<file path="src/source/stat_pkg.sv">
package stat_pkg;

    ////////////////////////////////////////////////////////////////////////////
    // Widths and register map
    ////////////////////////////////////////////////////////////////////////////
    localparam int STAT_DATA_WIDTH = 32;
    localparam int LEVEL_WIDTH = 16;
    localparam int STAT_ADDR_WIDTH = 30;
    localparam int REG_INDEX_WIDTH = 8;
    localparam int BLOCK_SEL_WIDTH = 4;
    localparam logic [BLOCK_SEL_WIDTH-1:0] TOP_BLOCK_SEL = '0;
    localparam logic [STAT_DATA_WIDTH-1:0] STAT_UNMAPPED_VALUE = 32'h345;
    localparam int NUM_STAT_REGS = 16;
    localparam int MAP_INDEX_WIDTH = $clog2(NUM_STAT_REGS);

    // Registers 0 to 12 count events, the last three hold max levels
    localparam int NUM_EVENT_REGS = 13;
    localparam int NUM_LEVEL_REGS = NUM_STAT_REGS - NUM_EVENT_REGS;

    // Packet class carried in the data-mover metadata
    typedef enum logic [1:0] {
        PKT_ETH,
        PKT_DROP,
        PKT_PCIE,
        PKT_OTHER
    } pkt_class_e;

    typedef enum logic [MAP_INDEX_WIDTH-1:0] {
        REG_IN_PKT,
        REG_META_IN,
        REG_PARSER_OUT,
        REG_FD_IN,
        REG_FD_OUT,
        REG_DM_IN,
        REG_CLASS_ETH,
        REG_CLASS_DROP,
        REG_CLASS_PCIE,
        REG_DM_PCIE_PKT,
        REG_DM_ETH_PKT,
        REG_OUT_PKT,
        REG_DMA_UPDATE,
        REG_MAX_PARSER_LVL,
        REG_MAX_FD_LVL,
        REG_MAX_DM2PCIE_LVL
    } stat_reg_e;

    ////////////////////////////////////////////////////////////////////////////
    // Tap and event bundles
    ////////////////////////////////////////////////////////////////////////////
    typedef struct packed {
        logic valid;
        logic ready;
        logic eop;
    } tap_t;

    typedef struct packed {
        tap_t       in_tap;
        tap_t       meta_in_tap;
        tap_t       parser_out_tap;
        tap_t       fd_in_tap;
        tap_t       fd_out_tap;
        tap_t       dm_in_tap;
        tap_t       dm_pcie_tap;
        tap_t       dm_eth_tap;
        tap_t       out_tap;
        pkt_class_e dm_in_class;
        logic       out_almost_full;
        logic       dma_update;
    } stat_taps_t;

    typedef struct packed {
        logic [LEVEL_WIDTH-1:0] parser_lvl;
        logic [LEVEL_WIDTH-1:0] fd_lvl;
        logic [LEVEL_WIDTH-1:0] dm2pcie_lvl;
    } stat_levels_t;

    // One strobe per counting register, in map order
    typedef struct packed {
        logic in_pkt;
        logic meta_in;
        logic parser_out;
        logic fd_in;
        logic fd_out;
        logic dm_in;
        logic class_eth;
        logic class_drop;
        logic class_pcie;
        logic dm_pcie_pkt;
        logic dm_eth_pkt;
        logic out_pkt;
        logic dma_update;
    } stat_events_t;

    typedef struct packed {
        logic                       read;
        logic [BLOCK_SEL_WIDTH-1:0] block_sel;
        logic [REG_INDEX_WIDTH-1:0] reg_index;
    } stat_req_t;

endpackage

</file>
<file path="src/source/stat_event_decode.sv">
`timescale 1ns/1ps

module stat_event_decode (
    input  logic                   clk_status,
    input  logic                   rst,
    input  stat_pkg::stat_taps_t   taps,
    input  stat_pkg::stat_levels_t levels,
    output stat_pkg::stat_events_t events,
    output stat_pkg::stat_levels_t levels_q
);

    stat_pkg::stat_events_t events_d;
    logic                   dm_in_fire;

    // Beat accepted on a valid/ready tap
    function automatic logic tap_fire(input stat_pkg::tap_t tap);
        return tap.valid & tap.ready;
    endfunction

    assign dm_in_fire = tap_fire(taps.dm_in_tap);

    always_comb begin
        // No back-pressure at the input, so ready is not looked at
        events_d.in_pkt      = taps.in_tap.valid & taps.in_tap.eop;
        events_d.meta_in     = tap_fire(taps.meta_in_tap);
        events_d.parser_out  = tap_fire(taps.parser_out_tap);
        events_d.fd_in       = tap_fire(taps.fd_in_tap);
        events_d.fd_out      = tap_fire(taps.fd_out_tap);
        events_d.dm_in       = dm_in_fire;

        // Class counters follow the data-mover metadata handshake
        events_d.class_eth   = dm_in_fire && (taps.dm_in_class == stat_pkg::PKT_ETH);
        events_d.class_drop  = dm_in_fire && (taps.dm_in_class == stat_pkg::PKT_DROP);
        events_d.class_pcie  = dm_in_fire && (taps.dm_in_class == stat_pkg::PKT_PCIE);

        events_d.dm_pcie_pkt = tap_fire(taps.dm_pcie_tap) & taps.dm_pcie_tap.eop;
        events_d.dm_eth_pkt  = tap_fire(taps.dm_eth_tap) & taps.dm_eth_tap.eop;
        events_d.out_pkt     = taps.out_tap.valid & taps.out_tap.eop & ~taps.out_almost_full;
        events_d.dma_update  = taps.dma_update;
    end

    always_ff @(posedge clk_status) begin
        if (rst) begin
            events <= '0;
        end else begin
            events <= events_d;
        end
    end

    // Levels take the same one-cycle delay as the strobes
    always_ff @(posedge clk_status) begin
        levels_q <= levels;
    end

endmodule

</file>
<file path="src/source/stat_counter_bank.sv">
`timescale 1ns/1ps

module stat_counter_bank (
    input  logic                   clk_status,
    input  logic                   rst,
    input  stat_pkg::stat_events_t events,
    input  stat_pkg::stat_levels_t levels_q,
    output logic [stat_pkg::NUM_STAT_REGS-1:0][stat_pkg::STAT_DATA_WIDTH-1:0] stat_values
);

    localparam int PAD_WIDTH = stat_pkg::STAT_DATA_WIDTH - stat_pkg::LEVEL_WIDTH;

    logic [stat_pkg::NUM_EVENT_REGS-1:0]                                event_vec;
    logic [stat_pkg::NUM_EVENT_REGS-1:0][stat_pkg::STAT_DATA_WIDTH-1:0] cnt_q;
    logic [stat_pkg::NUM_LEVEL_REGS-1:0][stat_pkg::STAT_DATA_WIDTH-1:0] lvl_ext;
    logic [stat_pkg::NUM_LEVEL_REGS-1:0][stat_pkg::STAT_DATA_WIDTH-1:0] max_q;

    ////////////////////////////////////////////////////////////////////////////
    // Strobes lined up by register index
    ////////////////////////////////////////////////////////////////////////////
    assign event_vec[stat_pkg::REG_IN_PKT]      = events.in_pkt;
    assign event_vec[stat_pkg::REG_META_IN]     = events.meta_in;
    assign event_vec[stat_pkg::REG_PARSER_OUT]  = events.parser_out;
    assign event_vec[stat_pkg::REG_FD_IN]       = events.fd_in;
    assign event_vec[stat_pkg::REG_FD_OUT]      = events.fd_out;
    assign event_vec[stat_pkg::REG_DM_IN]       = events.dm_in;
    assign event_vec[stat_pkg::REG_CLASS_ETH]   = events.class_eth;
    assign event_vec[stat_pkg::REG_CLASS_DROP]  = events.class_drop;
    assign event_vec[stat_pkg::REG_CLASS_PCIE]  = events.class_pcie;
    assign event_vec[stat_pkg::REG_DM_PCIE_PKT] = events.dm_pcie_pkt;
    assign event_vec[stat_pkg::REG_DM_ETH_PKT]  = events.dm_eth_pkt;
    assign event_vec[stat_pkg::REG_OUT_PKT]     = events.out_pkt;
    assign event_vec[stat_pkg::REG_DMA_UPDATE]  = events.dma_update;

    // Tracker slots 0..2: parser, flow director, dm2pcie
    assign lvl_ext[0] = {{PAD_WIDTH{1'b0}}, levels_q.parser_lvl};
    assign lvl_ext[1] = {{PAD_WIDTH{1'b0}}, levels_q.fd_lvl};
    assign lvl_ext[2] = {{PAD_WIDTH{1'b0}}, levels_q.dm2pcie_lvl};

    // Counters wrap naturally at 2^32
    always_ff @(posedge clk_status) begin
        if (rst) begin
            cnt_q <= '0;
            max_q <= '0;
        end else begin
            for (int i = 0; i < stat_pkg::NUM_EVENT_REGS; i++) begin
                if (event_vec[i]) begin
                    cnt_q[i] <= cnt_q[i] + 1'b1;
                end
            end
            for (int j = 0; j < stat_pkg::NUM_LEVEL_REGS; j++) begin
                if (lvl_ext[j] > max_q[j]) begin
                    max_q[j] <= lvl_ext[j];
                end
            end
        end
    end

    ////////////////////////////////////////////////////////////////////////////
    // Output map
    ////////////////////////////////////////////////////////////////////////////
    for (genvar i = 0; i < stat_pkg::NUM_EVENT_REGS; i++) begin : g_cnt_out
        assign stat_values[i] = cnt_q[i];
    end

    assign stat_values[stat_pkg::REG_MAX_PARSER_LVL]  = max_q[0];
    assign stat_values[stat_pkg::REG_MAX_FD_LVL]      = max_q[1];
    assign stat_values[stat_pkg::REG_MAX_DM2PCIE_LVL] = max_q[2];

endmodule

</file>
<file path="src/source/stat_read_port.sv">
`timescale 1ns/1ps

module stat_read_port (
    input  logic                                 clk_status,
    input  logic                                 rst,
    input  logic [stat_pkg::STAT_ADDR_WIDTH-1:0] status_addr,
    input  logic                                 status_read,
    input  logic [stat_pkg::NUM_STAT_REGS-1:0][stat_pkg::STAT_DATA_WIDTH-1:0] stat_values,
    output logic [stat_pkg::STAT_DATA_WIDTH-1:0] status_readdata,
    output logic                                 status_readdata_valid
);

    stat_pkg::stat_req_t                  req_d;
    stat_pkg::stat_req_t                  req_q;
    logic                                 hit;
    logic [stat_pkg::STAT_DATA_WIDTH-1:0] rdata_d;

    // Block select on the top bits, register index on the low bits
    always_comb begin
        req_d.read      = status_read;
        req_d.block_sel = status_addr[stat_pkg::STAT_ADDR_WIDTH-1 -: stat_pkg::BLOCK_SEL_WIDTH];
        req_d.reg_index = status_addr[stat_pkg::REG_INDEX_WIDTH-1:0];
    end

    always_ff @(posedge clk_status) begin
        req_q <= req_d;
        if (rst) begin
            req_q.read <= 1'b0;
        end
    end

    ////////////////////////////////////////////////////////////////////////////
    // Decode and answer
    ////////////////////////////////////////////////////////////////////////////
    assign hit = req_q.read && (req_q.block_sel == stat_pkg::TOP_BLOCK_SEL);

    always_comb begin
        if (req_q.reg_index < stat_pkg::NUM_STAT_REGS) begin
            rdata_d = stat_values[req_q.reg_index[stat_pkg::MAP_INDEX_WIDTH-1:0]];
        end else begin
            rdata_d = stat_pkg::STAT_UNMAPPED_VALUE;
        end
    end

    // Foreign block: no pulse at all
    always_ff @(posedge clk_status) begin
        if (rst) begin
            status_readdata_valid <= 1'b0;
        end else begin
            status_readdata_valid <= hit;
        end
    end

    always_ff @(posedge clk_status) begin
        if (hit) begin
            status_readdata <= rdata_d;
        end
    end

endmodule

</file>
<file path="src/source/stat_top.sv">
`timescale 1ns/1ps

module stat_top (
    input  logic                                 clk_status,
    input  logic                                 rst,
    input  stat_pkg::stat_taps_t                 taps,
    input  stat_pkg::stat_levels_t               levels,
    input  logic [stat_pkg::STAT_ADDR_WIDTH-1:0] status_addr,
    input  logic                                 status_read,
    output logic [stat_pkg::STAT_DATA_WIDTH-1:0] status_readdata,
    output logic                                 status_readdata_valid
);

    stat_pkg::stat_events_t events;
    stat_pkg::stat_levels_t levels_q;
    logic [stat_pkg::NUM_STAT_REGS-1:0][stat_pkg::STAT_DATA_WIDTH-1:0] stat_values;

    ////////////////////////////////////////////////////////////////////////////
    // Decode, count, read back
    ////////////////////////////////////////////////////////////////////////////
    stat_event_decode event_decode_i (
        .clk_status (clk_status),
        .rst        (rst),
        .taps       (taps),
        .levels     (levels),
        .events     (events),
        .levels_q   (levels_q)
    );

    stat_counter_bank counter_bank_i (
        .clk_status  (clk_status),
        .rst         (rst),
        .events      (events),
        .levels_q    (levels_q),
        .stat_values (stat_values)
    );

    stat_read_port read_port_i (
        .clk_status            (clk_status),
        .rst                   (rst),
        .status_addr           (status_addr),
        .status_read           (status_read),
        .stat_values           (stat_values),
        .status_readdata       (status_readdata),
        .status_readdata_valid (status_readdata_valid)
    );

endmodule

</file>
<file path="config.mk">
export PLATFORM = sky130hd
export DESIGN_NAME = stat_top
export DESIGN_NICKNAME = d
export VERILOG_FILES = /design/src/source/stat_pkg.sv /design/src/source/stat_event_decode.sv /design/src/source/stat_counter_bank.sv /design/src/source/stat_read_port.sv /design/src/source/stat_top.sv
export SDC_FILE = /design/constraint.sdc
export NUM_CORES = 1
export LEC_CHECK = 0
export CORE_ASPECT_RATIO = 1.5
export CORE_MARGIN = 1.5
export CORE_UTILIZATION = 60
export DETAILED_ROUTE_END_ITERATION = 12
export DONT_BUFFER_PORTS = 1
export PLACE_DENSITY = 0.76
export SLEW_MARGIN = 20
export SYNTH_ARGS = -nofsm -noshare
export SYNTH_HDL_FRONTEND = slang
export SYNTH_HIERARCHICAL = 1
export SYNTH_SLANG_ARGS = --single-unit
export TNS_END_PERCENT = 50
</file>
<file path="constraint.sdc">
create_clock -name clk_status -period 5.78 [get_ports clk_status]
set_input_delay 0.578 -clock clk_status [delete_from_list [all_inputs] [get_ports clk_status]]
set_output_delay 0.578 -clock clk_status [all_outputs]
set_load 0.1 [all_outputs]
</file>
== Word level (Yosys, flattened, before mapping) ==
Index checks and enable logic that the tools add are counted.

* Equality and inequality tests: 2
* Add/subtract/negate cells: 13
* Mux-type cells: 2
* Reductions and logical operators: 6
* Bitwise operators: 13
* Magnitude comparators: 5

{| class="wikitable"
|+ Operators by type and width
! cell !! count
|-
| adder 32 x 1 -> 32 bit, second input constant || 13
|-
| binary-select mux 32 bit (select 4 bit) || 1
|-
| greater-than comparator 16 bit || 3
|-
| 2-to-1 mux 32 bit || 1
|-
| AND 1 bit || 12
|-
| less-than comparator 8 x 5 -> 1 bit, second input constant || 1
|-
| less-than comparator 4 x 5 -> 1 bit, second input constant || 1
|-
| logical AND 1 bit || 4
|-
| logical NOT 4 bit || 1
|-
| == test 2 x 1 -> 1 bit, second input constant || 1
|-
| == test 2 bit, second input constant || 1
|-
| logical NOT 2 bit || 1
|-
| NOT 1 bit || 1
|}

* Word-level logic and storage cells: 78
* Output and inout bits: 33
* Register bits after elaboration: 571

== Depth between registers and ports, before layout ==
* Depth after elaboration: 2
* Depth in mapped cells: 9

== By module ==
The synthesis kept the hierarchy.

{| class="wikitable"
|+ By module, submodules not included
! module !! area an instance (um^2) !! instances !! cells each
|-
| stat_counter_bank || 21663.3 || 1 || 2550
|-
| stat_read_port || 5509.0 || 1 || 404
|-
| stat_event_decode || 1363.8 || 1 || 82
|}

== Worst setup path after synthesis ==
No wires, ideal clock.

* Kind: register to register
* From: register counter_bank_i.max_q, in the netlist counter_bank_i/stat_values[431]
* To: register counter_bank_i.max_q, in the netlist counter_bank_i/stat_values[421]
* Slack: 3.681 ns
* Required time: 5.704 ns
* Library setup time: 0.076 ns
* Arrival: 2.023 ns
* Period minus slack after synthesis: 2.099 ns
* Cell stages (with the launch flop): 10
* Cells stage by stage: dfxtp_1 inv_1 ha_1 nand4_1 or4_1 clkbuf_1 nor2_1 a41oi_1 clkbuf_1 o22ai_1

* Word-level cells in the longest chain between the ends: 1

{| class="wikitable"
|+ Ends and longest elaborated chain
! element !! line !! text
|-
| start: declaration || stat_counter_bank.sv:16 || <nowiki>logic [stat_pkg::NUM_LEVEL_REGS-1:0][stat_pkg::STAT_DATA_WIDTH-1:0] max_q;</nowiki>
|-
| start signal: indexed assignment || stat_counter_bank.sv:53 || <nowiki>max_q[j] <= lvl_ext[j];</nowiki>
|-
| greater-than comparator 16 bit || stat_counter_bank.sv:52 || <nowiki>if (lvl_ext[j] > max_q[j]) begin</nowiki>
|}

No other way between the ends.
A chain may end at the register's enable or synchronous reset.

== Final worst setup path ==
* From: register read_port_i/req_q[0] in the netlist's numbering
* To: register read_port_i/status_readdata[31] in the netlist's numbering, data pin

* Word-level cells in the longest chain between the ends: 2
* Elaborated cells between the ends (all ways): 3

{| class="wikitable"
|+ Ends and longest elaborated chain
! element !! line !! text
|-
| start: declaration || stat_read_port.sv:14 || <nowiki>stat_pkg::stat_req_t req_q;</nowiki>
|-
| start signal: assignment || stat_read_port.sv:26 || <nowiki>req_q <= req_d;</nowiki>
|-
| binary-select mux 32 bit (select 4 bit) || stat_read_port.sv:39 || <nowiki>rdata_d = stat_values[req_q.reg_index[stat_pkg::MAP_INDEX_WIDTH-1:0]];</nowiki>
|-
| 2-to-1 mux 32 bit (implied by the code) || stat_read_port.sv:39 ||
|-
| end signal: assignment || stat_read_port.sv:56 || <nowiki>status_readdata <= rdata_d;</nowiki>
|-
| end: declaration || stat_read_port.sv:9 || <nowiki>output logic [stat_pkg::STAT_DATA_WIDTH-1:0] status_readdata,</nowiki>
|}

Parallel ways exist; a longest one is shown, timed or not. The select of a mux whose other input is x is not followed.

==> qor.yml <==
status:
  status: "finished clean"
sta:
  rsz0062_at_grt: "false"
  fmax_mhz: 336
  setup_tns_ns: 0
  setup_viol: 0
  finalHoldViolations: 0
  clock_skew_ns: 0.0132
  finalCritPeriodShare_pct: 51.6
  slew_headroom_pct: 27.3
  period_needed_ns: 2.98
  finalWorstSetupSlack_ns: 2.80
  worst_pin_slew_ns: 1.09
  slew_viol_final: 0
pwr:
  p_per_area_nw_per_um2: 267
  comb_power_share_pct: 5.7
  seqPwrFrac_pct: 50.1
  p_int_mw: 6.36
  power.share.switching_pct: 23.2
  p_clk_share_pct: 44.2
  peakVddDrop_mv: 0.285
  power_switching_mw: 1.92
  p_leak_nw: 10.7
floorplan:
  die_area_sq_um: 48900
  start_util_pct: 60.9
  rows: 97
  coreArea_sq_um: 46800
  fp.dieH_um: 270
  chipWidth_um: 181
  ioPinCount: 145
synthesis:
  synth_cell_type_count: 60
  syn_area_sq_um: 28500
  synth_top_area_share_pct: 37.8
  synth.top_cells.by_count: "dfxtp_1 (539), nor2_1 (378), nand3_1 (241), nand4_1 (172), xnor2_1 (165)"
  syn_inst: 3036
  synth_area_leaders: "dfxtp_1 (38%), mux4_2 (9.2%), xnor2_1 (5.1%), nor2_1 (5.0%), xor2_1 (4.9%)"
  ys.flop_type: "dfxtp_1"
  synth_most_common_cell: "dfxtp_1"
  yosys_warnings: 6
  ys_seq_elements: 571
  postSynthAreaPerCell_sq_um: 9.40
  synth_edf_count: 32
  synth_top_area_cell: "dfxtp_1"
  yosysSeqAreaShare_pct: 41.2
  async_flop_share_pct: 0
grt:
  grt_max_degree: 435
  antenna_found_initial: 0
  grt_pass1_wl_um: 120000
  grt_use_total_pct: 30.9
  grt_pass1_vias: 22700
  grt-ovfl-total: 0
routing:
  drt_first_pass_iters: 8
  antenna_left: 0
  drt_iter0_markers: 2178
  wl_per_cell_um: 21.1
  vias_per_cell: 6.43
  vias: 23400
  drt_wl_total_um: 76700
  drc_errors: 0
finish:
  drive_above_1_share_pct: 9.03
  n_antenna_cell: 0
  multi_input_area_sq_um: 15500
  final_core_utilization_pct: 66.2
  design_area_sq_um: 31000
  final_nets: 3173
  stdcell_count: 3638
  regArea_sq_um: 11800
  area_growth_pct: 8.63
  num-fill-cells: 3667
place:
  placed_cell_area_sq_um: 28500
  pre_cts_ws_ns: 2.79
  place.gp.congestion: 0.910
  port_buffers: 0
  dp_hpwl_um: 54200
  placed_cells_incl_taps: 3478
clock_network:
  numCtsBuffers: 54
  hold_buffers: 60
  insertion_delay_ns: 0.59
  clock-sinks: 571
  ctsResizeCount: 0
  root_buffer: "clkbuf_16"
  cts_tree: "yes"
  cts_max_level: 2
  post_cts_buffers: 0
  clockBufferDepth: 3
  clk_pin_slew_ns: 0.06
critical_path:
  cp-start-kind: "flop"
  r2r_end: "read_port_i/status_readdata[31]"
  r2r_cells: 4
  crit_type: "flop to flop"
  crit_required_ns: 6.03
  cp-end-kind: "flop"
  startpoint: "read_port_i/req_q[0]"
  rr_startpoint: "read_port_i/req_q[0]"
  path_max_fanout: 43
  r2r_slack_ns: 2.80
  endpoint: "read_port_i/status_readdata[31]"
  arrival_ns: 3.23
job:
  cap_violations: 0
min_path:
  min_path_type: "primary input to flop"
## critical path: stages (launching register included)
cell	delay, ns
dfxtp_4	0.91
buf_4	0.67
mux4_2	0.63
nand3_1	0.10
nand4_1	0.27
## cell families after synthesis
group	after synthesis	share of synthesized area, %
other	1	0.0131
flip-flops	571	41.2
AO/OA/AOI/OAI	248	5.02
adder cells (fa/ha/maj)	61	2.67
XOR/XNOR	326	10.0
buffers and inverters	317	5.16
AND/OR/NAND/NOR	1360	25.1
multiplexers	152	10.9
## metrics by stage
stage / power, mW / hold WS, ns
after floorplan: 4.58 / 0.443
after global placement: 4.64 / 0.466
after detailed placement: 4.66 / 0.478
after CTS: 8.32 / 0.0327
after global routing: 8.52 / 0.0348
final: 8.28 / 0.0522
## layer usage
metal  share of wire (%)  GRT usage (%)  routed length [um]  vias up
li1                    -              -                   -    10800
met1                  37           34.9               28500    11400
met2                  50           54.7               38500      939
met3                 5.9           3.95                4510      265
met4                 6.8           19.9                5210        0
met5                   0              0                   0        -
## placed cells by master, fill, tap and decap left out, types with 16 or more instances in the layout
master | synthesis | final
mux2i_1 | 16 | 16
nor3_1 | 55 | 55
or3_1 | 55 | 55
buf_4 | 49 | 17
nand3_1 | 241 | 241
nand2_1 | 161 | 161
clkbuf_16 | 0 | 56
nand4b_1 | 27 | 27
conb_1 | 1 | 48
mux4_2 | 116 | 116
nor2_1 | 378 | 377
nor4_1 | 63 | 61
and4_1 | 62 | 62
dfxtp_1 | 539 | 535
xor2_1 | 161 | 161
and2_1 | 30 | 29
nand4_1 | 172 | 172
inv_1 | 100 | 99
o21ai_0 | 73 | 73
xnor2_1 | 165 | 165
edfxtp_1 | 32 | 32
dlygate4sd3_1 | 0 | 60
o22ai_1 | 45 | 45
and3_1 | 60 | 60
ha_1 | 61 | 61
a21oi_1 | 85 | 85
## final cells by class
cell class | instances | share of cell area (%)
multi-input combinational | 2195 | 50.1
sequential | 571 | 37.9
clock buffer | 76 | 5.15
timing repair buffer | 78 | 2.41
tap | 594 | 2.40
inverter | 100 | 1.21
clock inverter | 24 | 0.751
## power groups by stage
stage / registers [mW] / clock network (mW) / logic [mW]
floorplan: 4.17 / 0 / 0.413
global placement: 4.23 / 0 / 0.412
detailed placement: 4.23 / 0 / 0.433
CTS: 4.14 / 3.71 / 0.465
global route: 4.15 / 3.86 / 0.519
finish: 4.14 / 3.66 / 0.474
## flip-flops by register name (all words and copies together) (netlist names)
name                               cells
event_decode_i/events                 13
read_port_i/status_readdata_valid      1
event_decode_i/levels_q               48
read_port_i/status_readdata           32
read_port_i/req_q                     13
counter_bank_i/stat_values           464
## worst min path at each step
| stage | end | slack, ns | cells after the start | start |
|---|---|---|---|---|
| 2_1_floorplan | counter_bank_i/stat_values[31] | 0.44 | 2 | counter_bank_i/stat_values[31] |
| 3_3_place_gp | counter_bank_i/stat_values[95] | 0.47 | 2 | counter_bank_i/stat_values[95] |
| 3_5_place_dp | counter_bank_i/stat_values[486] | 0.48 | 2 | event_decode_i/levels_q[6] |
| 4_1_cts | event_decode_i/events[5] | 0.03 | 1 | taps[3] |
| 5_1_grt | event_decode_i/events[5] | 0.03 | 1 | taps[3] |
| 6_report | event_decode_i/events[5] | 0.05 | 1 | taps[3] |
No activity file was read; power rests on OpenSTA's default activity.
